**src/rtl/cordic_cfg.svh**
```systemverilog
`ifndef CORDIC_CFG_SVH
`define CORDIC_CFG_SVH

////////////////////////////////////////
// datapath
////////////////////////////////////////

// x, y, z and bus data width
`define CORDIC_WIDTH 32
`define CORDIC_STAGES 28
// 1/K in Q2.30, start magnitude of x
`define CORDIC_GAIN_INV 652032874

// queue entries, also the in-flight limit
`define RESULT_DEPTH 8

////////////////////////////////////////
// register map
////////////////////////////////////////

`define WB_ADR_WIDTH 2
`define ADR_ANGLE 2'd0
`define ADR_COS 2'd1
`define ADR_SINE 2'd2
`define ADR_STATUS 2'd3

`endif
```
**src/rtl/cordicPkg.sv**
```systemverilog
`include "cordic_cfg.svh"

package cordicPkg;

	////////////////////////////////////////
	// pipeline payloads
	////////////////////////////////////////

	// one vector moving down the stages
	typedef struct packed {
		logic                             valid;
		logic signed [`CORDIC_WIDTH-1:0] x;
		logic signed [`CORDIC_WIDTH-1:0] y;
		logic signed [`CORDIC_WIDTH-1:0] z;
	} cordicVec_t;

	// finished pair, both Q2.30
	typedef struct packed {
		logic signed [`CORDIC_WIDTH-1:0] cosine;
		logic signed [`CORDIC_WIDTH-1:0] sine;
	} cordicResult_t;

	////////////////////////////////////////
	// wishbone classic
	////////////////////////////////////////

	typedef struct packed {
		logic                     cyc;
		logic                     stb;
		logic                     we;
		logic [`WB_ADR_WIDTH-1:0] adr;
		logic [`CORDIC_WIDTH-1:0] dat;
	} wbReq_t;

	typedef struct packed {
		logic                     ack;
		logic [`CORDIC_WIDTH-1:0] dat;
	} wbRsp_t;

	// queued count in the upper half
	typedef struct packed {
		logic [15:0] count;
		logic [15:0] credits;
	} wbStatus_t;

endpackage

```
**src/rtl/resultQueue.sv**
```systemverilog
`timescale 1ns/1ps
`include "cordic_cfg.svh"

module resultQueue (
	input  logic                     C,
	input  logic                     arstN,
	input  cordicPkg::cordicVec_t    vecIn,
	input  logic                     pop,
	output cordicPkg::cordicResult_t head,
	output logic [15:0]              count
);
	localparam int PtrWidth = (`RESULT_DEPTH > 1) ? $clog2(`RESULT_DEPTH) : 1;
	localparam logic [PtrWidth-1:0] LastIdx = PtrWidth'(`RESULT_DEPTH - 1);
	localparam logic [15:0] Depth = 16'(`RESULT_DEPTH);

	cordicPkg::cordicResult_t mem [`RESULT_DEPTH];
	logic [PtrWidth-1:0]      wrPtr;
	logic [PtrWidth-1:0]      rdPtr;
	logic                     push;

	assign push = vecIn.valid;

	////////////////////////////////////////
	// pointers and fill count
	////////////////////////////////////////

	always_ff @(posedge C or negedge arstN) begin
		if (!arstN) begin
			wrPtr <= '0;
			rdPtr <= '0;
			count <= '0;
		end else begin
			if (push) begin
				wrPtr <= (wrPtr == LastIdx) ? '0 : wrPtr + 1'b1;
			end
			if (pop) begin
				rdPtr <= (rdPtr == LastIdx) ? '0 : rdPtr + 1'b1;
			end
			if (push && !pop) begin
				count <= count + 16'd1;
			end else if (pop && !push) begin
				count <= count - 16'd1;
			end
		end
	end

	// x carries cosine, y carries sine
	always_ff @(posedge C) begin
		if (push) begin
			mem[wrPtr].cosine <= vecIn.x;
			mem[wrPtr].sine <= vecIn.y;
		end
	end

	assign head = mem[rdPtr];

	// credit scheme upstream must keep the pipeline from overfilling us
	noOverflow: assert property (@(posedge C) disable iff (!arstN)
		push |-> (count < Depth) || pop);

	noUnderflow: assert property (@(posedge C) disable iff (!arstN)
		pop |-> count != 16'd0);

endmodule

```
**config.mk**
```make
export PLATFORM = sky130hd
export DESIGN_NAME = resultQueue
export DESIGN_NICKNAME = d
export VERILOG_FILES = /design/src/rtl/cordicPkg.sv /design/src/rtl/resultQueue.sv
export VERILOG_INCLUDE_DIRS = /design/src /design/src/rtl
export SDC_FILE = /design/constraint.sdc
export NUM_CORES = 1
export LEC_CHECK = 0
export ABC_CLOCK_PERIOD_IN_PS = 6940
export BUFFER_PORTS_ARGS = -buffer_cell sky130_fd_sc_hd__buf_2
export CORE_MARGIN = 4
export CORE_UTILIZATION = 59
export DETAILED_ROUTE_END_ITERATION = 8
export PLACE_DENSITY = 0.83
export SETUP_SLACK_MARGIN = 0.3
export SYNTH_ARGS = -nofsm -noshare
export SYNTH_HDL_FRONTEND = slang
export SYNTH_SLANG_ARGS = --single-unit
```
**constraint.sdc**
```tcl
create_clock -name C -period 6.94 [get_ports C]
set_input_delay 0.347 -clock C [delete_from_list [all_inputs] [get_ports C]]
set_output_delay 0.347 -clock C [all_outputs]
set_load 0.1 [all_outputs]
```
# After elaboration in Yosys (flattened, before gate mapping)
# Memory sizes are Yosys's and may differ from the RTL's.
# Cells that the tools add are included.
# totals
register_bits	22
latch_bits	0
ramBits	512
rom_bits	0
inputBits	100
output_inout_bits	80
n_memories	1
# classes
n_addsub	4
mul	0
div	0
magnitude_cmp	0
eq_ne	2
shifts	0
mux	6
bitwise_logic	0
n_reduce_logical	5
# memory_table
name	depth	width	rd	rd_ports_with_merged_regs	write_ports	line_no	source
mem	8	64	1	0	1	resultQueue.sv:16	cordicPkg::cordicResult_t mem [`RESULT_DEPTH];
# ops
operator	n
16-bit two-way mux	2
16-bit by 1-bit adder with 16-bit output (second input constant)	1
16-bit by 1-bit subtractor with 16-bit output (second input constant)	1
3-bit by 1-bit adder with 3-bit output (second input constant)	2
3-bit == test (second input constant)	2
3-bit two-way mux	2
1-bit logical AND	2
1-bit zero test	2
1-bit two-way mux	2
2-bit nonzero test	1

# Depth between registers and ports, before layout
# logic_depth
word_depth	4
depth_mapped	11

# Least setup slack after synthesis
# No wires, ideal clock.
# synth_timing
path_kind	register to register
start	register wrPtr[1]
end	memory mem[0][0] (netlist name) (enable)
arrival_ps	4924
path_slack_ps	1451
stages_incl_launch_ff	3
n_path_buf	0
cell_sequence	dfrtp_1 nand2b_1 nor3_1
# synth_rtl
element	line_no	source
start: declaration	resultQueue.sv:17	logic [PtrWidth-1:0] wrPtr;
start signal: assignment	resultQueue.sv:34	wrPtr <= (wrPtr == LastIdx) ? '0 : wrPtr + 1'b1;
end: declaration	resultQueue.sv:16	
# Straight into the memory's write port.

==> impl_results.md <==
* Ys flop type: edfxtp_1
* Clock sink count at 534
* Remaining Overflow, GRT at 0
* Area Overhead vs Synth at 13.8%
* Ys async rst share at 4.12%
* Startpoint types: register
* Final clock skew at 19.5 ps
* DRT Pass-1 Iters at 5
* DRT iter0 DRCs at 667
* Post-DRT Antenna Nets at 0
* WHS at 60.5 ps
* Die width at 196 um
* FF+latch count, synth at 534
* Syn Std Cell Area at 20,900 um2
* Synth warn at 0
* Vias per Instance at 6.08
* Routability cong. at 0.826
* Nets@finish at 1,233
* Maxcap violations at 0
* Later-pin clock latency in the skew report at 540 ps
* Kind of critical path: register to output pin
* Netlist cell types at 51
* Setup violators final at 0
* Seq/Total Area, Yosys at 76.3%
* Max Fclk at 253 MHz
* RSZ-0062 raised after global routing: no
* Relative slew slack at 23.3%
* Die Ht at 196 um
* H-tree levels at 2
* Run status: finished, final reports clean
* Post-synth EDFFs at 512
* Path type of the worst min-delay path: input pin to register
* Final TNS setup at 0 ps
* CTS tree: built
* Initial antenna violation count at 4
* Root Buffer: clkbuf_16
* Final Max Slew Viols at 0
* Final Hold Viols at 0
* Tightest Pin Transition at 1150 ps
* Final Cycle Share at 56.9%
* Cell Rows at 68
* Syn nets at 1,056
* TritonCTS Buffers at 51
* CP arrival at 3600 ps
* Drt total wl at 40.5 mm
* Avg Cell Area, Syn at 22.3 um2
* Max clock buf depth at 3
* First-pass GRT wire length at 61.6 mm
* Share of post-route cells with drive strength above 1 at 38.7%
* Worst EP required at 6590 ps
* Postcts setup bufs at 0
* Core area at 34,700 um2
* DRC viols at 0
* Port bufs at 147
* Avg WL per Cell at 25.2 um
* Largest net degree at the start of global routing at 71
* Worst-path clk slew at 60 ps
* Number of global-route vias before repair at 10,278
* IO Pins at 180
* Post_cts resized at 0
* DPL Wire Length at 21.8 mm
* Starting density of the core at 60.1%
* Worst-path fanout max at 54
* GR Util All Layers at 21.1%
* Die area at 38,500 um2
* Final min period at 3950 ps
* Post-synthesis cell count at 935
* Critical path capture point type: output pin
* Vias at 9,790
## registers in the layout, indices dropped and copies added, names as in the netlist
name   flops
mem      512
wrPtr      3
count     16
rdPtr      3
## final cells by class
cell class	instances	area, um2
Sequential cell	534	15900
Fill cell	2114	10900
Multi-Input combinational cell	353	4800
Clock buffer	63	1320
Timing Repair Buffer	166	881
Tap cell	455	569
Clock inverter	29	224
Inverter	6	22.5
Antenna cell	3	7.51
## timing repair
| action | in CTS | in global routing |
|---|---|---|
| hold buffers | 1 | 0 |
| setup endpoints to repair | 0 | 0 |
| hold endpoints to repair | 22 | 0 |
## worst paths after layout
check	start	end	slack, ps	depth (start not counted)
max	rdPtr[0]	head[45]	2990	4
min	vecIn[54]	mem[4][22]	60	1
max reg2reg	wrPtr[1]	mem[4][63]	4210	3
min reg2reg	count[15]	count[15]	480	1
max in group asynchronous	arstN	rdPtr[0]	6190	2
min in group asynchronous	arstN	count[8]	340	2
## worst max-delay path: stages, from the launching register on
cell	delay [ps]
dfrtp_4	840
buf_4	900
mux4_2	620
mux2_2	300
buf_2	300
## metrics by stage
stage	setup WS (ps)	area (um2)	util (%)	instances
floorplan	1450	20900	-	935
global placement	3450	22200	64.0	1513
detailed placement	3430	22200	64.0	1513
CTS	2860	23800	68.4	1606
global route	2660	23800	68.4	1607
finish	2990	23800	68.5	1609
## routing by layer
| metal | part of all wire, % | up-vias | wire length (um) | track usage [%] |
|---|---|---|---|---|
| met5 | 0.094 | - | 38 | 0 |
| li1 | - | 4273 | - | - |
| met3 | 5.8 | 59 | 2340 | 3.52 |
| met1 | 39 | 5168 | 15900 | 28.9 |
| met2 | 53 | 284 | 21500 | 36.4 |
| met4 | 1.8 | 6 | 736 | 4.78 |
## synth_stat cells, types with 6 or more instances
| library cell | instances | share of area, % |
|---|---|---|
| o21ai_0 | 13 | 0.31 |
| a21oi_1 | 12 | 0.29 |
| inv_1 | 6 | 0.11 |
| mux2_2 | 69 | 3.7 |
| ha_1 | 20 | 1.2 |
| nor2b_1 | 6 | 0.18 |
| dfrtp_1 | 22 | 2.6 |
| edfxtp_1 | 512 | 74 |
| a21o_1 | 8 | 0.29 |
| xor2_1 | 6 | 0.25 |
| clkbuf_1 | 23 | 0.41 |
| nor2_1 | 19 | 0.34 |
| mux4_2 | 128 | 14 |
| nand2_1 | 19 | 0.34 |
| buf_2 | 13 | 0.31 |
## cell families (layout without fill, tap and decap cells)
kind of cell,Yosys count,after routing,share of synthesized area [%]
flops,534,534,76.3
mux,199,199,17.6
simple gates,68,68,1.58
compound gates,56,56,1.86
buf+inv,48,264,0.995
fa+ha+maj,21,21,1.29
xor+xnor,9,9,0.378
other cells,0,3,0
## cells in the final DEF (no fill, tap or decap), types with 8 or more instances in the layout
master | Yosys | layout
edfxtp_1 | 512 | 512
buf_2 | 13 | 147
mux4_2 | 128 | 128
mux2_2 | 69 | 69
clkbuf_16 | 0 | 51
ha_1 | 20 | 20
nand2_1 | 19 | 19
dfrtp_1 | 22 | 19
buf_4 | 1 | 18
o21ai_0 | 13 | 13
nor2_1 | 19 | 13
a21oi_1 | 12 | 12
clkbuf_1 | 23 | 12
clkinv_1 | 0 | 11
clkinv_2 | 0 | 9
a21o_1 | 8 | 8
Power is not shown: default switching activity piles up to over one toggle a cycle in this logic, so the estimate is an artifact.
