--- config.mk ---
export PLATFORM = sky130hd
export DESIGN_NAME = wbCordicPort
export DESIGN_NICKNAME = d
export VERILOG_FILES = /design/src/rtl/cordicPkg.sv /design/src/rtl/wbCordicPort.sv
export VERILOG_INCLUDE_DIRS = /design/src /design/src/rtl
export SDC_FILE = /design/constraint.sdc
export NUM_CORES = 1
export LEC_CHECK = 0
export BUFFER_PORTS_ARGS = -buffer_cell sky130_fd_sc_hd__buf_2
export CORE_AREA = 2 2 118 120
export CTS_BUF_LIST = sky130_fd_sc_hd__clkbuf_4 sky130_fd_sc_hd__clkbuf_8
export CTS_CLUSTER_DIAMETER = 50
export CTS_CLUSTER_SIZE = 40
export DETAILED_ROUTE_END_ITERATION = 10
export DIE_AREA = 0 0 120 122
export MAX_ROUTING_LAYER = met4
export SLEW_MARGIN = 20
export SYNTH_ARGS = -nofsm -noshare
export SYNTH_HDL_FRONTEND = slang
export SYNTH_SLANG_ARGS = --single-unit
--- constraint.sdc ---
create_clock -name C -period 6.2 [get_ports C]
set_input_delay 1.24 -clock C [delete_from_list [all_inputs] [get_ports C]]
set_output_delay 1.24 -clock C [all_outputs]
set_load 0.02 [all_outputs]
--- src/rtl/cordic_cfg.svh ---
`ifndef CORDIC_CFG_SVH
`define CORDIC_CFG_SVH

////////////////////////////////////////
// datapath
////////////////////////////////////////

// x, y, z and bus data width
`define CORDIC_WIDTH 32
`define CORDIC_STAGES 28
// 1/K in Q2.30, start magnitude of x
`define CORDIC_GAIN_INV 652032874

// queue entries, also the in-flight limit
`define RESULT_DEPTH 8

////////////////////////////////////////
// register map
////////////////////////////////////////

`define WB_ADR_WIDTH 2
`define ADR_ANGLE 2'd0
`define ADR_COS 2'd1
`define ADR_SINE 2'd2
`define ADR_STATUS 2'd3

`endif
--- src/rtl/cordicPkg.sv ---
`include "cordic_cfg.svh"

package cordicPkg;

	////////////////////////////////////////
	// pipeline payloads
	////////////////////////////////////////

	// one vector moving down the stages
	typedef struct packed {
		logic                             valid;
		logic signed [`CORDIC_WIDTH-1:0] x;
		logic signed [`CORDIC_WIDTH-1:0] y;
		logic signed [`CORDIC_WIDTH-1:0] z;
	} cordicVec_t;

	// finished pair, both Q2.30
	typedef struct packed {
		logic signed [`CORDIC_WIDTH-1:0] cosine;
		logic signed [`CORDIC_WIDTH-1:0] sine;
	} cordicResult_t;

	////////////////////////////////////////
	// wishbone classic
	////////////////////////////////////////

	typedef struct packed {
		logic                     cyc;
		logic                     stb;
		logic                     we;
		logic [`WB_ADR_WIDTH-1:0] adr;
		logic [`CORDIC_WIDTH-1:0] dat;
	} wbReq_t;

	typedef struct packed {
		logic                     ack;
		logic [`CORDIC_WIDTH-1:0] dat;
	} wbRsp_t;

	// queued count in the upper half
	typedef struct packed {
		logic [15:0] count;
		logic [15:0] credits;
	} wbStatus_t;

endpackage

--- src/rtl/wbCordicPort.sv ---
`timescale 1ns/1ps
`include "cordic_cfg.svh"

module wbCordicPort (
	input  logic                     C,
	input  logic                     arstN,
	input  cordicPkg::wbReq_t        wbReq,
	output cordicPkg::wbRsp_t        wbRsp,
	output logic [31:0]              angleIn,
	output logic                     angleValid,
	input  cordicPkg::cordicResult_t head,
	input  logic [15:0]              count,
	output logic                     pop
);
	localparam logic [15:0] Depth = 16'(`RESULT_DEPTH);

	logic                 ack;
	logic [31:0]          rdData;
	logic [31:0]          rdNext;
	logic [15:0]          credits;
	logic                 req;
	logic                 ready;
	logic                 go;
	logic                 wrAngle;
	logic                 rdSine;
	cordicPkg::wbStatus_t status;

	////////////////////////////////////////
	// request decode
	////////////////////////////////////////

	// no new request while ack is out
	assign req = wbReq.cyc && wbReq.stb && !ack;

	// angle writes need a credit and result reads a queued result
	always_comb begin
		case (wbReq.adr)
			`ADR_ANGLE: ready = !wbReq.we || (credits != 16'd0);
			`ADR_COS, `ADR_SINE: ready = wbReq.we || (count != 16'd0);
			default: ready = 1'b1;
		endcase
	end

	assign go = req && ready;
	assign wrAngle = go && wbReq.we && (wbReq.adr == `ADR_ANGLE);
	// sine read retires the head entry
	assign rdSine = go && !wbReq.we && (wbReq.adr == `ADR_SINE);

	assign status.count = count;
	assign status.credits = credits;

	always_comb begin
		case (wbReq.adr)
			`ADR_COS: rdNext = head.cosine;
			`ADR_SINE: rdNext = head.sine;
			`ADR_STATUS: rdNext = status;
			default: rdNext = '0;
		endcase
	end

	////////////////////////////////////////
	// ack, strobes and credits
	////////////////////////////////////////

	always_ff @(posedge C or negedge arstN) begin
		if (!arstN) begin
			ack <= 1'b0;
			angleValid <= 1'b0;
			pop <= 1'b0;
			credits <= Depth;
		end else begin
			ack <= go;
			angleValid <= wrAngle;
			pop <= rdSine;
			// a pop only lands in an ack cycle, when no write is taken
			if (wrAngle) begin
				credits <= credits - 16'd1;
			end else if (pop) begin
				credits <= credits + 16'd1;
			end
		end
	end

	always_ff @(posedge C) begin
		if (wrAngle) begin
			angleIn <= wbReq.dat;
		end
		if (go && !wbReq.we) begin
			rdData <= rdNext;
		end
	end

	assign wbRsp.ack = ack;
	assign wbRsp.dat = rdData;

	// returned credits never outnumber the queue slots
	creditBound: assert property (@(posedge C) disable iff (!arstN) credits <= Depth);

endmodule

Word level (Yosys, flattened, before mapping) --
Index checks and enable logic that the tools add are counted.
Cells by class: mux-type cells 4, add/sub/neg operators 2, reductions and logical operators 16, equality and inequality tests 3
Operator list (count):
- 32-bit case mux with 3 select lines | 1
- 16-bit two-way mux | 2
- 16-bit nonzero test | 2
- 16-bit by 1-bit adder with 16-bit output, second input constant | 1
- 16-bit by 1-bit subtractor with 16-bit output, second input constant | 1
- 1-bit logical AND | 7
- 2-bit == test, second input constant | 2
- 2-bit by 1-bit == test with 1-bit output, second input constant | 1
- 1-bit logical NOT | 2
- 2-bit logical NOT | 1
- 1-bit logical OR | 2
- 1-bit case mux with 2 select lines | 1
- 2-bit nonzero test | 1
- 2-bit OR reduction | 1
Storage, ports and cells: output and inout port bits 67, logic and storage cells 31, register bits after elaboration 83

Longest topological paths before layout --
depth after elaboration 7, gate-level depth with buffers 15, depth with buffers taken out 14

Worst setup path after synthesis --
OpenSTA, ideal clock, no wires.
path kind input to register, start point input port wbReq[32] (netlist name), end point register credits[15], buffers on the path 1, data required time 6117 ps, arrival 4437 ps, stages on the path 14, setup time 83 ps, path slack 1680 ps, cells stage by stage ha_1 -> clkbuf_1 -> nor2_1 -> nand2_1 -> o22ai_1 -> a21oi_4 -> ha_1 -> a21o_1 -> a21oi_2 -> a21oi_1 -> or3_1 -> a221oi_2 -> mux2i_1 -> xnor2_1
Between the ends: longest elaborated chain between the ends 7, elaborated cells on any way between the ends 10
Ends and longest elaborated chain:
- from (decl) | line wbCordicPort.sv:7 | input cordicPkg::wbReq_t wbReq,
- 2-bit == test / 2-bit by 1-bit == test with 1-bit output (equally long branches) | line wbCordicPort.sv:37 | case (wbReq.adr)
- 2-bit OR reduction | line wbCordicPort.sv:37
- 1-bit case mux with 2 select lines | line wbCordicPort.sv:37
- 1-bit logical AND | line wbCordicPort.sv:44 | assign go = req && ready;
- 1-bit logical AND | line wbCordicPort.sv:45 | assign wrAngle = go && wbReq.we && (wbReq.adr == `ADR_ANGLE);
- 1-bit logical AND (*) | line wbCordicPort.sv:45
- net wrAngle | line wbCordicPort.sv:24 | logic wrAngle;
- 16-bit two-way mux / 2-bit nonzero test (equally long branches)
- to (signal assigned) | line wbCordicPort.sv:70 | credits <= Depth;
- to (signal assigned) | line wbCordicPort.sv:77 | credits <= credits - 16'd1;
- to (signal assigned) | line wbCordicPort.sv:79 | credits <= credits + 16'd1;
- to (decl) | line wbCordicPort.sv:20 | logic [15:0] credits;
Mark *: on every way through the listed nets, which the timed path passes. The rest lies on a longest branch. A chain may end at the register's enable or synchronous reset.

Final worst setup path --
start point input port wbReq[33] (netlist name), end point register credits[15]
The elaborated chain is that of the path after synthesis.

==> results.md <==
| Quantity | Reported |
|:---|:---|
| Outcome | finished, final reports clean |
| Prevailing post-synth register cell | sky130_fd_sc_hd__edfxtp_1 |
| Initial antenna violation count | 0 |
| Share of layout cells above drive strength 1 | 0.430 |
| FF+latch count, synth | 83 |
| Peak supply drop | 0.0000836 V |
| Startpoint type of the worst setup path | input pin |
| Leakage Power | 2.34 nW |
| Syn_nets | 448 |
| Async set-or-reset flop fraction in the synthesized netlist | 0.229 |
| Via total after detailed routing | 3,321 |
| First-pass GRT wire length | 16,500 um |
| Overall die width | 120 um |
| Largest fanout on the critical path | 25 |
| Setup repair after global routing missed its margin | no |
| Final Net Count | 628 |
| Number of sinks driven by the clock tree | 83 |
| Share of the yosys chip area belonging to registers | 0.612 |
| Post-Place Cell Area | 0.00501 sq mm |
| Core region area | 0.0135 sq mm |
| Part of the power in combinational logic | 0.170 |
| Final non-filler cell total | 675 |
| DP Cell Count | 659 |
| Slew of the pin with the lowest slew margin | 1000 ps |
| Fin Clk Skew | 10.8 ps |
| Setup crit end kind | flop |
| Share of the synthesized area in the top cell type | 0.490 |
| Classification of the worst-slack hold path | flop to flop |
| Total of endpoints with negative setup slack in the final report | 0 |
| Clock latency on the worst-skew pair | 360 ps |
| DRC violation count after routing | 0 |
| Starting density of the core | 0.290 |
| Mean Syn Cell Area | 12.6 sq um |
| Cell count after synthesis | 310 |
| Cells taking the most area after synthesis | sky130_fd_sc_hd__edfxtp_1 (49%), sky130_fd_sc_hd__dfrtp_1 (11%), sky130_fd_sc_hd__a222oi_1 (8.2%) |
| Final Hold Violating Endpoints | 0 |
| Final instance area | 0.00523 sq mm |
| Cell variety after synth | 42 |
| Crit path DAT | 4460 ps |
| Routability Congestion | 0.829 |
| Die area | 0.0146 sq mm |
| Count of antenna-violating nets left after detailed routing | 0 |
| Die height | 122 um |
| Number of diodes added for antenna fixing | 0 |
| Number of maximum-capacitance violations | 0 |
| Maximum number of pins on one net before global-route repair | 34 |
| Clock transition at the registers of the reported paths | 80 ps |
| Synth area leader | sky130_fd_sc_hd__edfxtp_1 |
| Io pins | 186 |
| Worst-case clock buffer depth | 2 |
| Routed via count divided by cell count | 4.92 |
| Placement-stage worst setup slack | 1650 ps |
| Tmin final | 4180 ps |
| Worst Path Required | 6480 ps |
| Max-slew headroom at the worst pin | 0.332 |
| Power Dens Cells | 254 mW/mm^2 |
| Fin util | 0.388 |
| Number of gates resized after cts | 0 |
| Standard-cell rows | 43 |
| Internal Power | 0.966 mW |
| Cell area after technology mapping | 0.00392 sq mm |
| Worst path setup slack after routing | 2020 ps |
| Sum of negative setup slack | 0 ps |
| Global-route total usage across every layer | 0.149 |
| H-tree depth | 3 |
| Crit Path Category | input pin to flop |
| Sum of net half-perimeters after detailed placement | 8180 um |
| Count of buffers inserted at the top-level ports | 185 |
| Routed wirelength normalized by instance count | 16.0 um |
| Number of violations reported at the end of detailed-routing iteration 0 | 308 |
| Net switching fraction of the power | 0.273 |
| Total length of routed wires | 10,800 um |
| Net switching power of the design | 0.363 mW |
| Synthesis-to-finish area growth | 33.5% |
| # Post-CTS Setup Buffers | 0 |
| Number of synthesized flops with an enable pin | 64 |
| Final count of pins violating max slew | 0 |
| Total congestion overflow | 0 |
| Warnings from Yosys | 0 |
| Tot Pwr | 1.33 mW |
| Highest Clock Rate | 239 MHz |
| Tightest hold margin | 518 ps |
| Root Driver | sky130_fd_sc_hd__clkbuf_8 |
| Number of global-route vias before repair | 3,265 |
| Clk network pwr share | 0.318 |
| Clock tree from TritonCTS | done |
| Detailed Routing Iterations Pass 1 | 9 |
| Number of buffers inserted by hold repair at cts | 0 |
| Post-route clock period utilization | 0.674 |
| Cell with the most instances after synthesis | sky130_fd_sc_hd__edfxtp_1 |
| Sequential group share of total power | 0.512 |
| Number of buffers inserted during clock tree synthesis | 9 |
| Cell types with the highest counts after synthesis | sky130_fd_sc_hd__edfxtp_1 (64), sky130_fd_sc_hd__nor2_1 (39), sky130_fd_sc_hd__a222oi_1 (32) |
path summary, 6_finish.rpt:
check	from	endpoint	slack, ps	cells after the start
min in group asynchronous	arstN	pop	820	1
setup / recovery	wbReq[33]	credits[15]	2020	14
hold reg to reg	credits[3]	credits[3]	520	2
hold / removal	credits[3]	credits[3]	520	2
max in group asynchronous	arstN	credits[3]	5040	1
setup reg to reg	credits[8]	credits[15]	2630	12
area by class of cell:
type,count,area [sq um]
Fill cell,1311,8270
Sequential cell,83,2400
Multi-Input combinational cell,203,1430
Timing Repair Buffer,188,948
Tap cell,180,225
Clock buffer,9,124
Clock inverter,7,91.3
Inverter,5,18.8
sequential cells by signal (all words and copies together) (netlist names):
| register | count |
|---|---|
| angleIn | 32 |
| rdData | 32 |
| credits | 16 |
| ack | 1 |
| angleValid | 1 |
| pop | 1 |
critical path, cell delays in order:
cell and delay [ps]:
sky130_fd_sc_hd__buf_2 110, sky130_fd_sc_hd__ha_1 330, sky130_fd_sc_hd__nor2_1 90, sky130_fd_sc_hd__nand2_1 70, sky130_fd_sc_hd__o22ai_1 110, sky130_fd_sc_hd__a21oi_4 670
sky130_fd_sc_hd__ha_1 420, sky130_fd_sc_hd__a21o_1 210, sky130_fd_sc_hd__a21oi_2 150, sky130_fd_sc_hd__a21oi_1 90, sky130_fd_sc_hd__or3_1 330, sky130_fd_sc_hd__a221oi_2 260
sky130_fd_sc_hd__mux2i_1 240, sky130_fd_sc_hd__xnor2_1 130
cell usage in the layout, fill, tap and decap left out, types with 9 or more instances in the layout:
cell,n
sky130_fd_sc_hd__buf_2,185
sky130_fd_sc_hd__dfrtp_1,18
sky130_fd_sc_hd__a222oi_1,32
sky130_fd_sc_hd__ha_1,16
sky130_fd_sc_hd__edfxtp_1,64
sky130_fd_sc_hd__nor2_1,39
sky130_fd_sc_hd__clkbuf_8,9
sky130_fd_sc_hd__a21oi_1,13
sky130_fd_sc_hd__o21ai_0,9
sky130_fd_sc_hd__nand2_1,22
power groups by stage:
stage	sequential, mW	combinational, mW	clock (mW)
after floorplan	0.689	0.131	0
after global placement	0.694	0.220	0
final	0.681	0.227	0.422
after detailed placement	0.693	0.227	0
after global routing	0.686	0.256	0.453
after CTS	0.681	0.228	0.434
kinds of logic (layout without fill, tap and decap cells):
group / after synthesis / in the layout / synth area share
AO/OA/AOI/OAI: 81 / 81 / 0.161
XOR/XNOR: 14 / 14 / 0.0313
adder cells (fa/ha/maj): 19 / 19 / 0.0626
buffers and inverters: 24 / 209 / 0.0271
flip-flops: 83 / 83 / 0.612
multiplexers: 1 / 1 / 0.00255
AND/OR/NAND/NOR: 88 / 88 / 0.104
layer usage:
layer  part of all wire  up-vias  GRT usage  wire, um
met5                  0        -          -         0
met4              0.025        0     0.0684       268
met3              0.059       19     0.0309       632
met2               0.51      139      0.251      5500
met1               0.41     1575      0.172      4390
li1                   -     1588          -         -
No activity file was read; power rests on OpenSTA's default activity.
