[config.mk]
export PLATFORM = sky130hd
export DESIGN_NAME = cordicStage
export DESIGN_NICKNAME = d
export VERILOG_FILES = /design/src/rtl/cordicPkg.sv /design/src/rtl/cordicStage.sv
export VERILOG_INCLUDE_DIRS = /design/src /design/src/rtl
export SDC_FILE = /design/constraint.sdc
export NUM_CORES = 1
export LEC_CHECK = 0
export BUFFER_PORTS_ARGS = -buffer_cell sky130_fd_sc_hd__buf_2
export CELL_PAD_IN_SITES_DETAIL_PLACEMENT = 1
export CELL_PAD_IN_SITES_GLOBAL_PLACEMENT = 2
export CORE_ASPECT_RATIO = 0.75
export CORE_UTILIZATION = 34
export CTS_BUF_LIST = sky130_fd_sc_hd__clkbuf_8
export DETAILED_ROUTE_END_ITERATION = 10
export HOLD_SLACK_MARGIN = 0.02
export PLACE_DENSITY_LB_ADDON = 0.1
export SYNTH_ARGS = -nofsm -noshare
export SYNTH_HDL_FRONTEND = slang
export SYNTH_SLANG_ARGS = --single-unit
[constraint.sdc]
create_clock -name C -period 0.8 [get_ports C]
set_input_delay 0.04 -clock C [delete_from_list [all_inputs] [get_ports C]]
set_output_delay 0.04 -clock C [all_outputs]
set_load 0.1 [all_outputs]
[src/rtl/cordic_cfg.svh]
`ifndef CORDIC_CFG_SVH
`define CORDIC_CFG_SVH

////////////////////////////////////////
// datapath
////////////////////////////////////////

// x, y, z and bus data width
`define CORDIC_WIDTH 32
`define CORDIC_STAGES 28
// 1/K in Q2.30, start magnitude of x
`define CORDIC_GAIN_INV 652032874

// queue entries, also the in-flight limit
`define RESULT_DEPTH 8

////////////////////////////////////////
// register map
////////////////////////////////////////

`define WB_ADR_WIDTH 2
`define ADR_ANGLE 2'd0
`define ADR_COS 2'd1
`define ADR_SINE 2'd2
`define ADR_STATUS 2'd3

`endif
[src/rtl/cordicPkg.sv]
`include "cordic_cfg.svh"

package cordicPkg;

	////////////////////////////////////////
	// pipeline payloads
	////////////////////////////////////////

	// one vector moving down the stages
	typedef struct packed {
		logic                             valid;
		logic signed [`CORDIC_WIDTH-1:0] x;
		logic signed [`CORDIC_WIDTH-1:0] y;
		logic signed [`CORDIC_WIDTH-1:0] z;
	} cordicVec_t;

	// finished pair, both Q2.30
	typedef struct packed {
		logic signed [`CORDIC_WIDTH-1:0] cosine;
		logic signed [`CORDIC_WIDTH-1:0] sine;
	} cordicResult_t;

	////////////////////////////////////////
	// wishbone classic
	////////////////////////////////////////

	typedef struct packed {
		logic                     cyc;
		logic                     stb;
		logic                     we;
		logic [`WB_ADR_WIDTH-1:0] adr;
		logic [`CORDIC_WIDTH-1:0] dat;
	} wbReq_t;

	typedef struct packed {
		logic                     ack;
		logic [`CORDIC_WIDTH-1:0] dat;
	} wbRsp_t;

	// queued count in the upper half
	typedef struct packed {
		logic [15:0] count;
		logic [15:0] credits;
	} wbStatus_t;

endpackage

[src/rtl/cordicStage.sv]
`timescale 1ns/1ps
`include "cordic_cfg.svh"

module cordicStage #(
	parameter int StageIdx = 0
) (
	input  logic                  C,
	input  logic                  arstN,
	input  cordicPkg::cordicVec_t vecIn,
	output cordicPkg::cordicVec_t vecOut
);
	////////////////////////////////////////
	// atan(2^-i), full turn = 2^32
	////////////////////////////////////////

	localparam logic signed [`CORDIC_WIDTH-1:0] AtanTable [0:30] = '{
		32'h20000000, 32'h12E4051D, 32'h09FB385B, 32'h051111D4,
		32'h028B0D43, 32'h0145D7E1, 32'h00A2F61E, 32'h00517C55,
		32'h0028BE53, 32'h00145F2E, 32'h000A2F98, 32'h000517CC,
		32'h00028BE6, 32'h000145F3, 32'h0000A2F9, 32'h0000517D,
		32'h000028BE, 32'h0000145F, 32'h00000A2F, 32'h00000518,
		32'h0000028C, 32'h00000146, 32'h000000A3, 32'h00000051,
		32'h00000028, 32'h00000014, 32'h0000000A, 32'h00000005,
		32'h00000002, 32'h00000001, 32'h00000000
	};

	localparam logic signed [`CORDIC_WIDTH-1:0] Atan = AtanTable[StageIdx];

	logic                             zNeg;
	logic signed [`CORDIC_WIDTH-1:0] xShift;
	logic signed [`CORDIC_WIDTH-1:0] yShift;
	logic                             validQ;
	logic signed [`CORDIC_WIDTH-1:0] xQ;
	logic signed [`CORDIC_WIDTH-1:0] yQ;
	logic signed [`CORDIC_WIDTH-1:0] zQ;

	// sign of residual angle picks the rotation direction
	assign zNeg = vecIn.z[`CORDIC_WIDTH-1];
	assign xShift = vecIn.x >>> StageIdx;
	assign yShift = vecIn.y >>> StageIdx;

	always_ff @(posedge C or negedge arstN) begin
		if (!arstN) begin
			validQ <= 1'b0;
		end else begin
			validQ <= vecIn.valid;
		end
	end

	always_ff @(posedge C) begin
		if (zNeg) begin
			// clockwise step
			xQ <= vecIn.x + yShift;
			yQ <= vecIn.y - xShift;
			zQ <= vecIn.z + Atan;
		end else begin
			xQ <= vecIn.x - yShift;
			yQ <= vecIn.y + xShift;
			zQ <= vecIn.z - Atan;
		end
	end

	assign vecOut.valid = validQ;
	assign vecOut.x = xQ;
	assign vecOut.y = yQ;
	assign vecOut.z = zQ;

endmodule

==> impl_metrics.tcl, run 1 <==
set metrics [dict create \
    cts_buffer_depth 2 \
    syn_nets 1123 \
    ys_seq_area_share_pct 25.86 \
    synth_common_cells "a21oi_1 (101), ha_1 (101), dfxtp_1 (95), inv_1 (88), nor2_1 (74)" \
    synthesis.area_um2 7451 \
    worst_endpoint "xQ[30]$_DFF_P_/D" \
    synthCells 920 \
    place.gp.congestion 0.9279 \
    h-tree-depth 3 \
    synth_seq_cells 96 \
    synth_area_leaders "dfxtp_1 (26%), ha_1 (17%), a21oi_1 (6.8%), xnor2_1 (6.3%), inv_1 (4.4%)" \
    cts_buffers 9 \
    place_hpwl_um 29350 \
    grt_use_total_pct 71.16 \
    synth_edf_count 0 \
    synth.largest_area_cell "dfxtp_1" \
    cts_sinks 96 \
    io_pins 196 \
    portBuffers 195 \
    die_w_um 172.9 \
    cts_root_buf "clkbuf_8" \
    tool.error "[ERROR GRT-0232] Routing congestion too high. Check the congestion heatmap in the GUI." \
    antenna_found_initial 8 \
    status "aborted with a tool error" \
    placed_cells 1664 \
    fp.dieH_um 130.2 \
    ys_warn_count 0 \
    overflow 20 \
    synthDistinctLibCells 79 \
    haltStage "global routing (5_1_grt)" \
    netlist.area_leader.share_pct 25.52 \
    start_util_pct 34.99 \
    async_flop_share_pct 1.042 \
    syn_area_per_cell_um2 8.099 \
    rows 46 \
    synthFlopType "dfxtp_1" \
    grt_max_degree 23 \
    worst-ep-kind "sequential cell input" \
]
kinds of logic after synthesis:
| kind of cell | Yosys count | synth area share [%] |
|---|---|---|
| AO/OA/AOI/OAI | 295 | 26.38 |
| XOR/XNOR | 61 | 7.170 |
| adder cells (fa/ha/maj) | 104 | 17.77 |
| buffers and inverters | 135 | 7.322 |
| flip-flops | 96 | 25.86 |
| multiplexers | 16 | 2.166 |
| AND/OR/NAND/NOR | 213 | 13.33 |
metal layers:
layer	overflow	global-route usage (%)
met1	0	70.20
met2	10	93.55
met3	0	50.38
met4	10	76.68
met5	0	12.29
timing repair:
action,CTS
buffers inserted,32
pin swaps,100
endpoints found under the setup margin,157
hold endpoints to repair,34
gates resized for setup,169
hold buffers,33
per-stage QoR:
step           setup slack (ps)  instance area (µm²)  util [%]
4_1_cts                   -1345                14370     67.46
3_3_place_gp              -1976                12870     60.43
3_5_place_dp              -2098                12870     60.43
2_1_floorplan             -1437                 8055         -
==> run 2, diff against run 1 <==
- CELL_PAD_IN_SITES_DETAIL_PLACEMENT: 1 -> unset
- CELL_PAD_IN_SITES_GLOBAL_PLACEMENT: 2 -> unset
- CORE_ASPECT_RATIO: 0.75 -> unset
- CORE_UTILIZATION: 34 -> 30
- CTS_BUF_LIST: sky130_fd_sc_hd__clkbuf_8 -> unset
- HOLD_SLACK_MARGIN: 0.02 -> unset
- PLACE_DENSITY_LB_ADDON: 0.1 -> 0.15
==> run 2 against run 1 <==
- the flow now finishes, with violations (negative hold slack, negative setup slack)
- area after synthesis is the same
- synthesized cell count is the same
==> impl_metrics.tcl, run 2 <==
set metrics [dict create \
    violations "negative hold slack, negative setup slack" \
    async_flop_share_pct 1.042 \
    place.gp.congestion 0.9355 \
    place_area_um2 13050 \
    die_w_um 159.6 \
    setup_viol 158 \
    crit_required_ps 1050 \
    relSlewSlack_pct 56.89 \
    start_util_pct 30.64 \
    grt_pass1_vias 8791 \
    final_area_um2 15250 \
    leakage_nw 7.045 \
    rows 57 \
    die_area_um2 25470 \
    cts_buffer_depth 2 \
    setup_tns_ps -73480 \
    synthDistinctLibCells 79 \
    maxCapViolations 0 \
    grt_pass1_wl_um 46310 \
    dp_slack_ps -1999 \
    synthCells 920 \
    synth_area_leaders "dfxtp_1 (26%), ha_1 (17%), a21oi_1 (6.8%), xnor2_1 (6.3%), inv_1 (4.4%)" \
    ys_seq_area_share_pct 25.86 \
    fin_crit_ps 2156 \
    via_per_inst 4.867 \
    largestRegisters "yQ x32, zQ x32, xQ x31" \
    total_power_mw 30.39 \
    grt_max_degree 26 \
    vias 8799 \
    grt_use_total_pct 22.99 \
    fin_util_pct 62.72 \
    antenna_found_initial 0 \
    routedWlPerCell_um 16.62 \
    hold_ws_ps -58.94 \
    antenna_left 0 \
    wl_um 30050 \
    synth.largest_area_cell "dfxtp_1" \
    stdcell_count 1808 \
    synth_edf_count 0 \
    crit_type "input port to flop" \
    finalCritPeriodShare_pct 269.6 \
    area_delta_synth_final_pct 104.7 \
    h-tree-depth 3 \
    worst_pin_slew_ps 646.7 \
    cts_buffers 9 \
    portBuffers 195 \
    seq_area_um2 2056 \
    place_hpwl_um 23300 \
    synth_common_cells "a21oi_1 (101), ha_1 (101), dfxtp_1 (95), inv_1 (88), nor2_1 (74)" \
    fp.dieH_um 159.6 \
    end_kind "flop" \
    synth_seq_cells 96 \
    hold_violations 2 \
    status "complete, but fails checks" \
    overflow 0 \
    cts_tree "built" \
    finalWorstSetupSlack_ps -1356 \
    finalMaxSlewViolations 0 \
    layout_commonest_cell "buf_4" \
    io_pins 196 \
    worstPathArrival_ps 2410 \
    diodes 0 \
    synthesis.area_um2 7451 \
    drc 0 \
    multi_input_area_um2 6271 \
    core_area_um2 24320 \
    path_clk_slew_ps 80 \
    cts_root_buf "clkbuf_16" \
    drtPass1Iterations 5 \
    fmax_mhz 463.7 \
    critPathLaunchType "input port" \
    rsz0062_at_grt "yes" \
    syn_nets 1123 \
    drt_iter0_markers 561 \
    cts_sinks 96 \
    layout.nets 1682 \
    hp-class "input port to flop" \
    path_max_fanout 2 \
    nFillCells 2008 \
    peakVddDrop_uv 1287 \
    drive_gt1_share_pct 58.96 \
    placed_cells 1713 \
    synthFlopType "dfxtp_1" \
    ys_warn_count 0 \
    layout_common_cells "buf_4 (321), buf_12 (106), dfxtp_2 (91)" \
    powerDensity_nw_per_um2 1992 \
    syn_area_per_cell_um2 8.099 \
    netlist.area_leader.share_pct 25.52 \
]
run 2: logic make-up (layout without fill, tap and decap cells):
group | count (synthesis) | after routing | share of synthesized area [%]
AO/OA/AOI/OAI | 295 | 295 | 26.38
adder cells (fa/ha/maj) | 104 | 104 | 17.77
flip-flops | 96 | 96 | 25.86
buffers and inverters | 135 | 699 | 7.322
XOR/XNOR | 61 | 61 | 7.170
AND/OR/NAND/NOR | 213 | 213 | 13.33
multiplexers | 16 | 16 | 2.166
run 2: repair_timing:
item / CTS / global route
hold buffers: 33 / 1
hold endpoints to repair: 34 / 2
endpoints found under the setup margin: 158 / 160
pin swaps: 86 / 95
gates resized for setup: 141 / 114
gates cloned: 0 / 1
setup buffers: 22 / 31
run 2: worst paths after layout:
check	startpoint	endpoint	slack, ps	depth (start not counted)
min in group asynchronous	arstN	validQ	520	3
max	vecIn[64]	xQ[28]	-1360	15
min	vecIn[30]	zQ[30]	-60	2
max in group asynchronous	arstN	validQ	170	3
run 2: final cells by class:
class                           instances  share of cell area, %
Multi-Input combinational cell        689                  41.11
Timing Repair Buffer                  589                  38.22
Sequential cell                        96                  13.48
Tap cell                              324                  2.658
Inverter                               94                  2.526
Clock buffer                            9                  1.476
Clock inverter                          7                 0.5332
run 2: worst max-delay path, cell delays in order:
cell	delay [ps]
buf_8	80
buf_6	100
inv_4	30
ha_4	150
fa_2	370
nor2b_4	170
o2111ai_4	140
buf_6	160
a21oi_4	180
o221a_4	250
o21ai_4	90
o21ai_4	220
a41o_1	230
o21ai_2	70
xnor2_1	130
run 2: power breakdown:
part	switching (mW)	internal (mW)
Combinational	11.1	7.86
Clock	2.53	2.25
Sequential	0.762	5.87
Total	14.4	16.0
run 2: routing by layer:
layer / GRT usage [%] / wire length, µm / up-vias
met4: 6.600 / 632 / 0
met3: 3.543 / 1517 / 45
li1: - / - / 4316
met5: 0 / 0 / -
met1: 30.70 / 13640 / 4122
met2: 38.09 / 14260 / 316
No activity file was read; power rests on OpenSTA's default activity.
==> run 3, diff against run 2 <==
- CORE_UTILIZATION: 30 -> 50
- PLACE_DENSITY_LB_ADDON: 0.15 -> 0.08
==> run 3 against run 2 <==
- synthesized cell count did not move
- area after synthesis unchanged
- the flow now stops in clock tree synthesis (4_1_cts)
==> impl_metrics.tcl, run 3 <==
set metrics [dict create \
    synthFlopType "dfxtp_1" \
    netlist.area_leader.share_pct 25.52 \
    syn_nets 1123 \
    syn_area_per_cell_um2 8.099 \
    synthesis.area_um2 7451 \
    place_hpwl_um 23750 \
    synthDistinctLibCells 79 \
    h-tree-depth 3 \
    cts_resized 154 \
    cts_sinks 96 \
    synth_edf_count 0 \
    start_util_pct 51.27 \
    die_w_um 124.1 \
    cts_hold_buf 33 \
    postCtsSetupBuffers 28 \
    synthCells 920 \
    cts_buffer_depth 2 \
    fp.dieH_um 124.1 \
    cts_buffers 9 \
    io_pins 196 \
    synth_common_cells "a21oi_1 (101), ha_1 (101), dfxtp_1 (95), inv_1 (88), nor2_1 (74)" \
    status "aborted with a tool error" \
    haltStage "clock tree synthesis (4_1_cts)" \
    synth_area_leaders "dfxtp_1 (26%), ha_1 (17%), a21oi_1 (6.8%), xnor2_1 (6.3%), inv_1 (4.4%)" \
    rows 44 \
    synth_seq_cells 96 \
    ys_warn_count 0 \
    tool.error "[ERROR DPL-0033] detailed placement checks failed during check placement." \
    place.gp.congestion 1.042 \
    portBuffers 195 \
    placed_cells 1560 \
    ys_seq_area_share_pct 25.86 \
    cts_root_buf "clkbuf_16" \
    async_flop_share_pct 1.042 \
    synth.largest_area_cell "dfxtp_1" \
]
[run 3: through the flow]
stage          TNS, ps  worst slack (ps)  util [%]  area, µm²  hold WS, ps
3_5_place_dp    -91040             -1889     87.74      12750       -181.9
3_3_place_gp    -86700             -1831     87.74      12750       -179.6
2_1_floorplan   -59140             -1437         -       8055       -255.6
[run 3: cells by family after synthesis]
kind of cell | Yosys count | synth area share (%)
AO/OA/AOI/OAI | 295 | 26.38
XOR/XNOR | 61 | 7.170
adder cells (fa/ha/maj) | 104 | 17.77
buffers and inverters | 135 | 7.322
flip-flops | 96 | 25.86
multiplexers | 16 | 2.166
AND/OR/NAND/NOR | 213 | 13.33
