File: src/rtl/cordic_cfg.svh
`ifndef CORDIC_CFG_SVH
`define CORDIC_CFG_SVH

////////////////////////////////////////
// datapath
////////////////////////////////////////

// x, y, z and bus data width
`define CORDIC_WIDTH 32
`define CORDIC_STAGES 28
// 1/K in Q2.30, start magnitude of x
`define CORDIC_GAIN_INV 652032874

// queue entries, also the in-flight limit
`define RESULT_DEPTH 8

////////////////////////////////////////
// register map
////////////////////////////////////////

`define WB_ADR_WIDTH 2
`define ADR_ANGLE 2'd0
`define ADR_COS 2'd1
`define ADR_SINE 2'd2
`define ADR_STATUS 2'd3

`endif
File: src/rtl/cordicPkg.sv
`include "cordic_cfg.svh"

package cordicPkg;

	////////////////////////////////////////
	// pipeline payloads
	////////////////////////////////////////

	// one vector moving down the stages
	typedef struct packed {
		logic                             valid;
		logic signed [`CORDIC_WIDTH-1:0] x;
		logic signed [`CORDIC_WIDTH-1:0] y;
		logic signed [`CORDIC_WIDTH-1:0] z;
	} cordicVec_t;

	// finished pair, both Q2.30
	typedef struct packed {
		logic signed [`CORDIC_WIDTH-1:0] cosine;
		logic signed [`CORDIC_WIDTH-1:0] sine;
	} cordicResult_t;

	////////////////////////////////////////
	// wishbone classic
	////////////////////////////////////////

	typedef struct packed {
		logic                     cyc;
		logic                     stb;
		logic                     we;
		logic [`WB_ADR_WIDTH-1:0] adr;
		logic [`CORDIC_WIDTH-1:0] dat;
	} wbReq_t;

	typedef struct packed {
		logic                     ack;
		logic [`CORDIC_WIDTH-1:0] dat;
	} wbRsp_t;

	// queued count in the upper half
	typedef struct packed {
		logic [15:0] count;
		logic [15:0] credits;
	} wbStatus_t;

endpackage

File: src/rtl/quadrantFold.sv
`timescale 1ns/1ps
`include "cordic_cfg.svh"

module quadrantFold (
	input  logic                  C,
	input  logic                  arstN,
	input  logic [31:0]           angleIn,
	input  logic                  angleValid,
	output cordicPkg::cordicVec_t vecOut
);
	localparam logic signed [`CORDIC_WIDTH-1:0] GainInv = `CORDIC_GAIN_INV;

	logic                             flip;
	logic                             validQ;
	logic signed [`CORDIC_WIDTH-1:0] xQ;
	logic signed [`CORDIC_WIDTH-1:0] zQ;

	// quadrants 01 and 10 lie beyond +-90 degrees
	assign flip = angleIn[31] ^ angleIn[30];

	always_ff @(posedge C or negedge arstN) begin
		if (!arstN) begin
			validQ <= 1'b0;
		end else begin
			validQ <= angleValid;
		end
	end

	// half-turn pre-rotation: negate start x and shift angle by 2^31
	always_ff @(posedge C) begin
		if (flip) begin
			xQ <= -GainInv;
			zQ <= {~angleIn[31], angleIn[30:0]};
		end else begin
			xQ <= GainInv;
			zQ <= angleIn;
		end
	end

	assign vecOut.valid = validQ;
	assign vecOut.x = xQ;
	// start vector always on the x axis
	assign vecOut.y = '0;
	assign vecOut.z = zQ;

endmodule

File: config.mk
export PLATFORM = sky130hd
export DESIGN_NAME = quadrantFold
export DESIGN_NICKNAME = d
export VERILOG_FILES = /design/src/rtl/cordicPkg.sv /design/src/rtl/quadrantFold.sv
export VERILOG_INCLUDE_DIRS = /design/src /design/src/rtl
export SDC_FILE = /design/constraint.sdc
export NUM_CORES = 1
export LEC_CHECK = 0
export CORE_MARGIN = 3
export CORE_UTILIZATION = 35
export DETAILED_ROUTE_END_ITERATION = 7
export DONT_BUFFER_PORTS = 1
export HOLD_SLACK_MARGIN = 0.05
export PLACE_DENSITY = 0.53
export SLEW_MARGIN = 20
export SYNTH_ARGS = -nofsm -noshare
export SYNTH_HDL_FRONTEND = slang
export SYNTH_SLANG_ARGS = --single-unit
File: constraint.sdc
create_clock -name C -period 1.8 [get_ports C]
set_clock_uncertainty 0.05 [all_clocks]
set_input_delay 0.09 -clock C [delete_from_list [all_inputs] [get_ports C]]
set_output_delay 0.09 -clock C [all_outputs]
set_load 0.05 [all_outputs]
## Word-level counts from Yosys, hierarchy flattened

Index checks and enable logic that the tools add are counted.

| word-level totals | value |
|---|---|
| bits in registers | 65 |
| input bits | 35 |

| cells by class | value |
|---|---|
| multiplexer cells | 2 |
| bitwise logic cells | 2 |

Operators by type and width:

| operator | number |
|---|---|
| 2-to-1 mux 32 bit | 2 |
| NOT 1 bit | 1 |
| XOR 1 bit | 1 |

## Logic depth before layout (Yosys ltp)

Gate-level depths: netlist (run 1).

| depth | value |
|---|---|
| depth after elaboration | 2 |
| gate-level depth with buffers | 1 |
| mapped depth without buffers | 1 |

## Worst setup path after synthesis (run 1)

No wires, ideal clock.

| timing | value |
|---|---|
| path kind | reg-to-output |
| from | register, netlist name xQ[29] |
| to | output port vecOut[69] in the netlist's numbering |
| data arrival time | 1.176 ns |
| cell stages (with the launch flop) | 2 |
| buffers on the path | 1 |
| setup slack | 0.484 ns |
| path through | dfxtp_1 -> buf_4 |

RTL lines:

| what | RTL line | text |
|---|---|---|
| end, declared | quadrantFold.sv:9 | `output cordicPkg::cordicVec_t vecOut` |

==> run summary, run 1 <==
The flow ran to the end, and the final reports show no timing, DRC or antenna violations. The detailed-route via count came out at 550. The fraction of layout cells with a size suffix above 1 came out at 11.0%. At the end of the flow, the number of nets in the layout was 152.

Together, buffers and inverters on the worst path number 1. The number of iterations in the first detailed-routing pass came out at 2. The clock transition at the registers of the reported paths came out at 90 ps. The leakage power is 0.640 nW.

Of all nets on the critical path, the largest fanout is 10. The net switching power of the design came out at 0.827 mW. The horizontal die dimension came out at 64.7 µm. Grouping stages by cell kind, the critical path spends the most delay in buffers and inverters. The non-filler instance count after layout came out at 162. The estimated wirelength of the detail-placed design is 1310 µm.

The level count of the clock H-tree came out at 2. The tree is rooted in a sky130_fd_sc_hd__clkbuf_4. The initial standard-cell utilization of the core came out at 38.0%. The summed negative setup slack over all endpoints is 0 ps. Internal power comes to 1.14 mW. The count of antenna diodes in the layout is 0.

The relative max-transition margin came out at 65.6%. On the critical path, the stage with the largest delay is an instance of sky130_fd_sc_hd__buf_16. The register area share after synthesis came out at 58.4%. TritonCTS built the clock tree. Leaving out fill and tap cells, the most frequent cells in the layout are sky130_fd_sc_hd__dlygate4sd3_1 (35), sky130_fd_sc_hd__conb_1 (34), sky130_fd_sc_hd__dfxtp_1 (32), sky130_fd_sc_hd__clkbuf_4 (5). The worst setup path is launched from a register. The synthesized netlist occupies a cell area of 1210 µm². The relative contribution of sequential cells to total power is 50.0%. The number of port buffers came out at 0.

The worst endpoint data arrival time came out at 1160 ps. TritonCTS created 5 clock buffers. Across the VDD grid, the largest voltage drop is 0.608 mV.

The routability congestion estimate from global placement came out at 0.660. No sink is reached through more buffers than the 2 on the longest clock path. Buffers added to address setup during post-CTS repair amount to 0.

The gate count of the mapped netlist is 103. In the final routed layout, each cell accounts on average for 11.6 µm. The core outline area is 3180 µm². The worst setup path is captured at an output port. The worst setup path is of the reg2out kind. The min-delay analysis places its worst path in the category in2reg.

The floorplan step defined a die boundary enclosing 4190 µm². The number of slew-limit violations in the final report is 0. The longest individual stage delay on the worst path is 440 ps.

The post-route minimum period is 1300 ps. The clock network fraction of total power is 23.2%. Clock tree synthesis found a total of 35 sinks.

For the pin with the worst max-slew slack, the measured transition is 515 ps. The number of top-level pins came out at 132. Summed over all instances, the cell type with the most area after synthesis is sky130_fd_sc_hd__dfxtp_1.

The count of max-cap constraint violations came out at 0. The global-route congestion overflow total is 0. The initial antenna violation count is 0. The worst path uses 72.2% of the clock period.

The areal power density over the cells came out at 1390 nW/µm². The number of placed cells counting well taps came out at 119. The remaining number of nets flagged by the antenna check after routing is 0. The critical path goes through buf_16. The total number of yosys warnings is 0. The number of design-rule violations left by the first detailed-router iteration is 2. The area share of the largest cell type after synthesis is 56.4%. The via-per-instance ratio came out at 3.40. The number of rows created at floorplan came out at 20. Static timing analysis puts the maximum clock frequency at 770 MHz. Combinational cells account for 26.8% of the total power. The average cell area after synthesis came out at 11.7 µm².

The most common library cell in the layout ignoring fill and taps is sky130_fd_sc_hd__dlygate4sd3_1. The number of hold violations in the final report was 0. The number of distinct standard cells referenced by the synthesized netlist is 7. After synthesis, the cell types taking the most area are sky130_fd_sc_hd__dfxtp_1 (56%), sky130_fd_sc_hd__buf_4 (39%), sky130_fd_sc_hd__dfrtp_1 (2.1%).

The die is 64.7 µm tall. The aggregate routed wire length is 1870 µm. The number of storage elements in the synthesis netlist came out at 35.

The number of global-route vias before repair is 532. Setup repair after global routing left no endpoint under its margin. The number of setup violations in the final report came out at 0.

The signed area change from the synthesized netlist to the final layout is 17.2%. The maximum number of pins on one net before global-route repair came out at 11. The worst endpoint required time came out at 1660 ps. The minimum hold slack came out at 258 ps. In the routed design, unresolved DRC markers number 0. Of the total power, the share spent switching nets is 42.1%. The first global-routing pass estimated 2720 µm of wire. Across every metal layer, demand over resource in global routing totals 9.31%.
metrics by stage:
step                setup slack, ps  cell area (µm²)  utilization, %  power [mW]
floorplan                       484             1330               -        1.56
global placement                852              996            31.3        1.47
detailed placement              850              996            31.3        1.47
CTS                             472             1420            44.5        1.99
global route                    450             1420            44.5        2.04
finish                          501             1420            44.5        1.97
synthesized netlist by cell type:
| library cell | n |
|---|---|
| sky130_fd_sc_hd__clkbuf_1 | 1 |
| sky130_fd_sc_hd__xor2_1 | 1 |
| sky130_fd_sc_hd__buf_4 | 63 |
| sky130_fd_sc_hd__dfrtp_1 | 1 |
| sky130_fd_sc_hd__dfxtp_1 | 34 |
| sky130_fd_sc_hd__conb_1 | 2 |
| sky130_fd_sc_hd__xnor2_1 | 1 |
per-layer routing:
| metal | global-route usage, % | vias to the layer above | share of wire (%) |
|---|---|---|---|
| met2 | 14.9 | 82 | 51 |
| met3 | 7.11 | 6 | 21 |
| li1 | - | 238 | - |
| met1 | 6.90 | 224 | 25 |
| met4 | 8.71 | 0 | 3.6 |
| met5 | 0 | - | 0 |
area by class of cell:
cell class	instances	area [µm²]
fillers	302	1760
flip-flops and latches	35	713
repair buffers	39	433
multi-input cells	36	145
clock buffers	8	68.8
well taps	44	55.1
sequential cells by signal (all words and copies together) (netlist names):
name    cells
xQ          2
zQ         32
validQ      1
what timing repair did:
| action | in CTS | in global routing |
|---|---|---|
| hold endpoints to repair | 36 | 0 |
| gates resized for setup | 0 | 0 |
| hold buffers | 35 | 0 |
| setup endpoints to repair | 0 | 0 |
cells by family after synthesis:
logic type / share of synthesized area (%)
buffers and inverters: 39.5
DFF: 58.4
other: 0.622
xor gates and xnor gates: 1.45
power groups by stage:
stage,Clock (mW),Sequential [mW],Combinational [mW]
global placement,0,1.00,0.465
CTS,0.478,0.984,0.526
detailed placement,0,1.00,0.466
global route,0.506,0.989,0.544
finish,0.455,0.983,0.527
floorplan,0,1.01,0.552
final timing paths:
path / slack (ps) / cells after the start / to / from
worst max-delay path: 500 / 1 / vecOut[69] / xQ[29]
worst min-delay path: 260 / 1 / zQ[28] / angleIn[28]
max in group asynchronous: 1150 / 2 / validQ / arstN
min in group asynchronous: 450 / 2 / validQ / arstN
Power figures use the tool's default switching activity.
==> run 2: changes to the inputs <==
--- a/config.mk
+++ b/config.mk
@@ -11,7 +11,7 @@
 export DETAILED_ROUTE_END_ITERATION = 7
 export DONT_BUFFER_PORTS = 1
 export HOLD_SLACK_MARGIN = 0.05
-export PLACE_DENSITY = 0.53
+export PLACE_DENSITY = 0.55
 export SLEW_MARGIN = 20
 export SYNTH_ARGS = -nofsm -noshare
 export SYNTH_HDL_FRONTEND = slang
==> constraint.sdc (replaced) <==
create_clock -name C -period 1.08 [get_ports C]
set_clock_uncertainty 0.05 [all_clocks]
set_input_delay 0.054 -clock C [delete_from_list [all_inputs] [get_ports C]]
set_output_delay 0.054 -clock C [all_outputs]
set_load 0.05 [all_outputs]
==> run summary, run 2 (same netlist as run 1, synthesis figures left out) <==
The total clock sinks is 35 (unchanged). The areal power density over the cells is 2180 nW/µm² (+57%). The deepest clock path buffer count was 2 (unchanged). The initial antenna violation count was 0 (unchanged). Leaving out fill and tap cells, the most frequent cell in the layout is sky130_fd_sc_hd__dlygate4sd3_1.

TritonCTS built the clock tree. In the layout the commonest cells are sky130_fd_sc_hd__dlygate4sd3_1 (35), sky130_fd_sc_hd__conb_1 (34), sky130_fd_sc_hd__dfxtp_2 (24), sky130_fd_sc_hd__buf_4 (8), sky130_fd_sc_hd__dfxtp_1 (8). The number of buffers and inverters on the critical path came out at 1 (unchanged). The post-route minimum period is 1280 ps. The worst endpoint required time is 980 ps (-680 ps). The per-cell routed wire length is 11.9 µm (+2.8%).

By startpoint and endpoint, the worst setup path is classified as reg2out. The global-route congestion overflow total is 0 (unchanged). The largest driver fanout on the critical path was 10 (unchanged).

The number of buffers added by the clock tree synthesis step came out at 5 (unchanged). The worst setup path is launched from a register. The die extent in y came out at 64.7 µm (unchanged). The number of rows created at floorplan came out at 20 (unchanged). The number of iterations in the first detailed-routing pass is 4 (+2).

The final core utilization is 48.1% (+3.6 points). The number of port buffers is 0 (unchanged). The count of max-cap constraint violations was 0 (unchanged). The fraction of layout cells with a size suffix above 1 was 37.0% (+26 points). The final cycle utilization of the critical path is 119%. STA classifies the critical path endpoint as an output port. The number of top-level pins came out at 132 (unchanged). The initial standard-cell utilization of the core is 38.0% (unchanged). The cell sitting at the root of the clock tree is a sky130_fd_sc_hd__clkbuf_4. The full die area is 4190 µm² (unchanged). Setup repair after global routing could not meet its margin everywhere.

The flow ran to the end, but the final reports show violations. The leakage power is 0.688 nW (+7.5%). The worst endpoint data arrival time came out at 1180 ps (+20 ps).

The number of design-rule violations left by the first detailed-router iteration is 6 (+4). The longest individual stage delay on the worst path came out at 440 ps (about the same). The count of antenna diodes in the layout was 0 (unchanged). The maximum clock rate came out at 779 MHz. The kind of cell with the highest combined delay along the critical path is buffers and inverters. The worst hold path belongs to the class in2reg. The largest register by flop count is zQ. The number of global-route vias before repair is 601 (+13%). The remaining number of nets flagged by the antenna check after routing came out at 0 (unchanged). The non-filler instance count after layout is 171 (+5.6%). In the final layout, the registers with the most flip-flops are zQ x32, xQ x2, validQ x1. The global routing usage summed across all routing layers came out at 10.8% (+1.5 points). The clock transition at the registers of the reported paths was 100 ps (about the same). The number of placed cells counting well taps is 127 (+6.7%).

The level count of the clock H-tree is 2 (unchanged). The final total power came out at 3.34 mW (+70%). The maximum ir drop on the vdd rail was 1.10 mV (+81%). The number of hold violations in the final report was 0 (unchanged). The slowest cell on the critical path is sky130_fd_sc_hd__buf_16. The flip-flop count of the largest register after layout came out at 32 (unchanged). The signal on the critical path passes through buf_16. The detailed-route via count was 595 (+8.2%). The number of fill cells in the layout is 287 (-5.0%).

The horizontal die dimension came out at 64.7 µm (unchanged). The wire length of the first global-routing pass came to 3040 µm (+12%). The maximum number of pins on one net before global-route repair is 11 (unchanged). The count of nets after finishing came out at 161 (+5.9%). The number of DRC violations after detailed routing came out at 0 (unchanged). The core outline area came out at 3180 µm² (unchanged).

The aggregate routed wire length is 2030 µm (+8.5%). The worst setup margin came out at -203 ps (-704 ps). The signed area change from the synthesized netlist to the final layout is 26.7%. The number of slew-limit violations in the final report is 0 (unchanged). The routability congestion estimate from global placement came out at 0.671 (+1.7%). The final reports fail on setup timing.

The via-per-instance ratio is 3.48 (+2.5%). The number of setup violations in the final report came out at 30 (+30).
## run 2: cell count changes in the layout (fill, tap and decap cells not counted)
cell                      previous run  this run
sky130_fd_sc_hd__buf_12              1         2
sky130_fd_sc_hd__dfxtp_2             0        24
sky130_fd_sc_hd__buf_4               1         8
sky130_fd_sc_hd__buf_6               0         1
sky130_fd_sc_hd__dfxtp_1            32         8
sky130_fd_sc_hd__dfrtp_1             1         0
sky130_fd_sc_hd__dfrtp_2             0         1
## run 2: path summary, 6_finish.rpt
check | from | endpoint | slack (ps) | cells after the start
setup / recovery | xQ[29] | vecOut[73] | -200 | 1
hold / removal | angleIn[8] | zQ[8] | 220 | 1
min in group asynchronous | arstN | validQ | 420 | 2
max in group asynchronous | arstN | validQ | 450 | 2
## run 2: routing by layer
layer	up-vias	routed length (µm)	GRT usage [%]
met2	81	1040	16.7
met5	-	0	0
met4	0	44	7.92
met1	254	555	8.44
met3	4	392	9.71
li1	256	-	-
## run 2: layout make-up
cell class	instances	area [µm²]	share of cell area, %
clock buffers	8	68.8	4.50
multi-input cells	36	145	9.48
flip-flops and latches	35	744	48.7
well taps	44	55.1	3.60
repair buffers	48	517	33.8
## run 2: metrics by stage
step                      instance area, µm²  setup WS [ps]  hold slack, ps  setup TNS, ps
after detailed placement                1060            167            -292              0
after global placement                  1060            168            -292              0
after global routing                    1530           -262             187          -6620
after floorplan                         1330           98.3            -292              0
final                                   1530           -203             224          -4800
after CTS                               1490           -215             197          -5260
## run 2: where the power goes
group	leakage, nW	internal (mW)	switching [mW]
sequential	0.298	1.38	0.216
combinational	0.351	0.185	0.798
clock	0.0386	0.383	0.381
## run 2: repair_timing
item | CTS | global route
gates resized for setup | 9 | 20
hold buffers | 35 | 0
setup buffers | 0 | 1
hold endpoints to repair | 36 | 0
setup endpoints to repair | 37 | 48
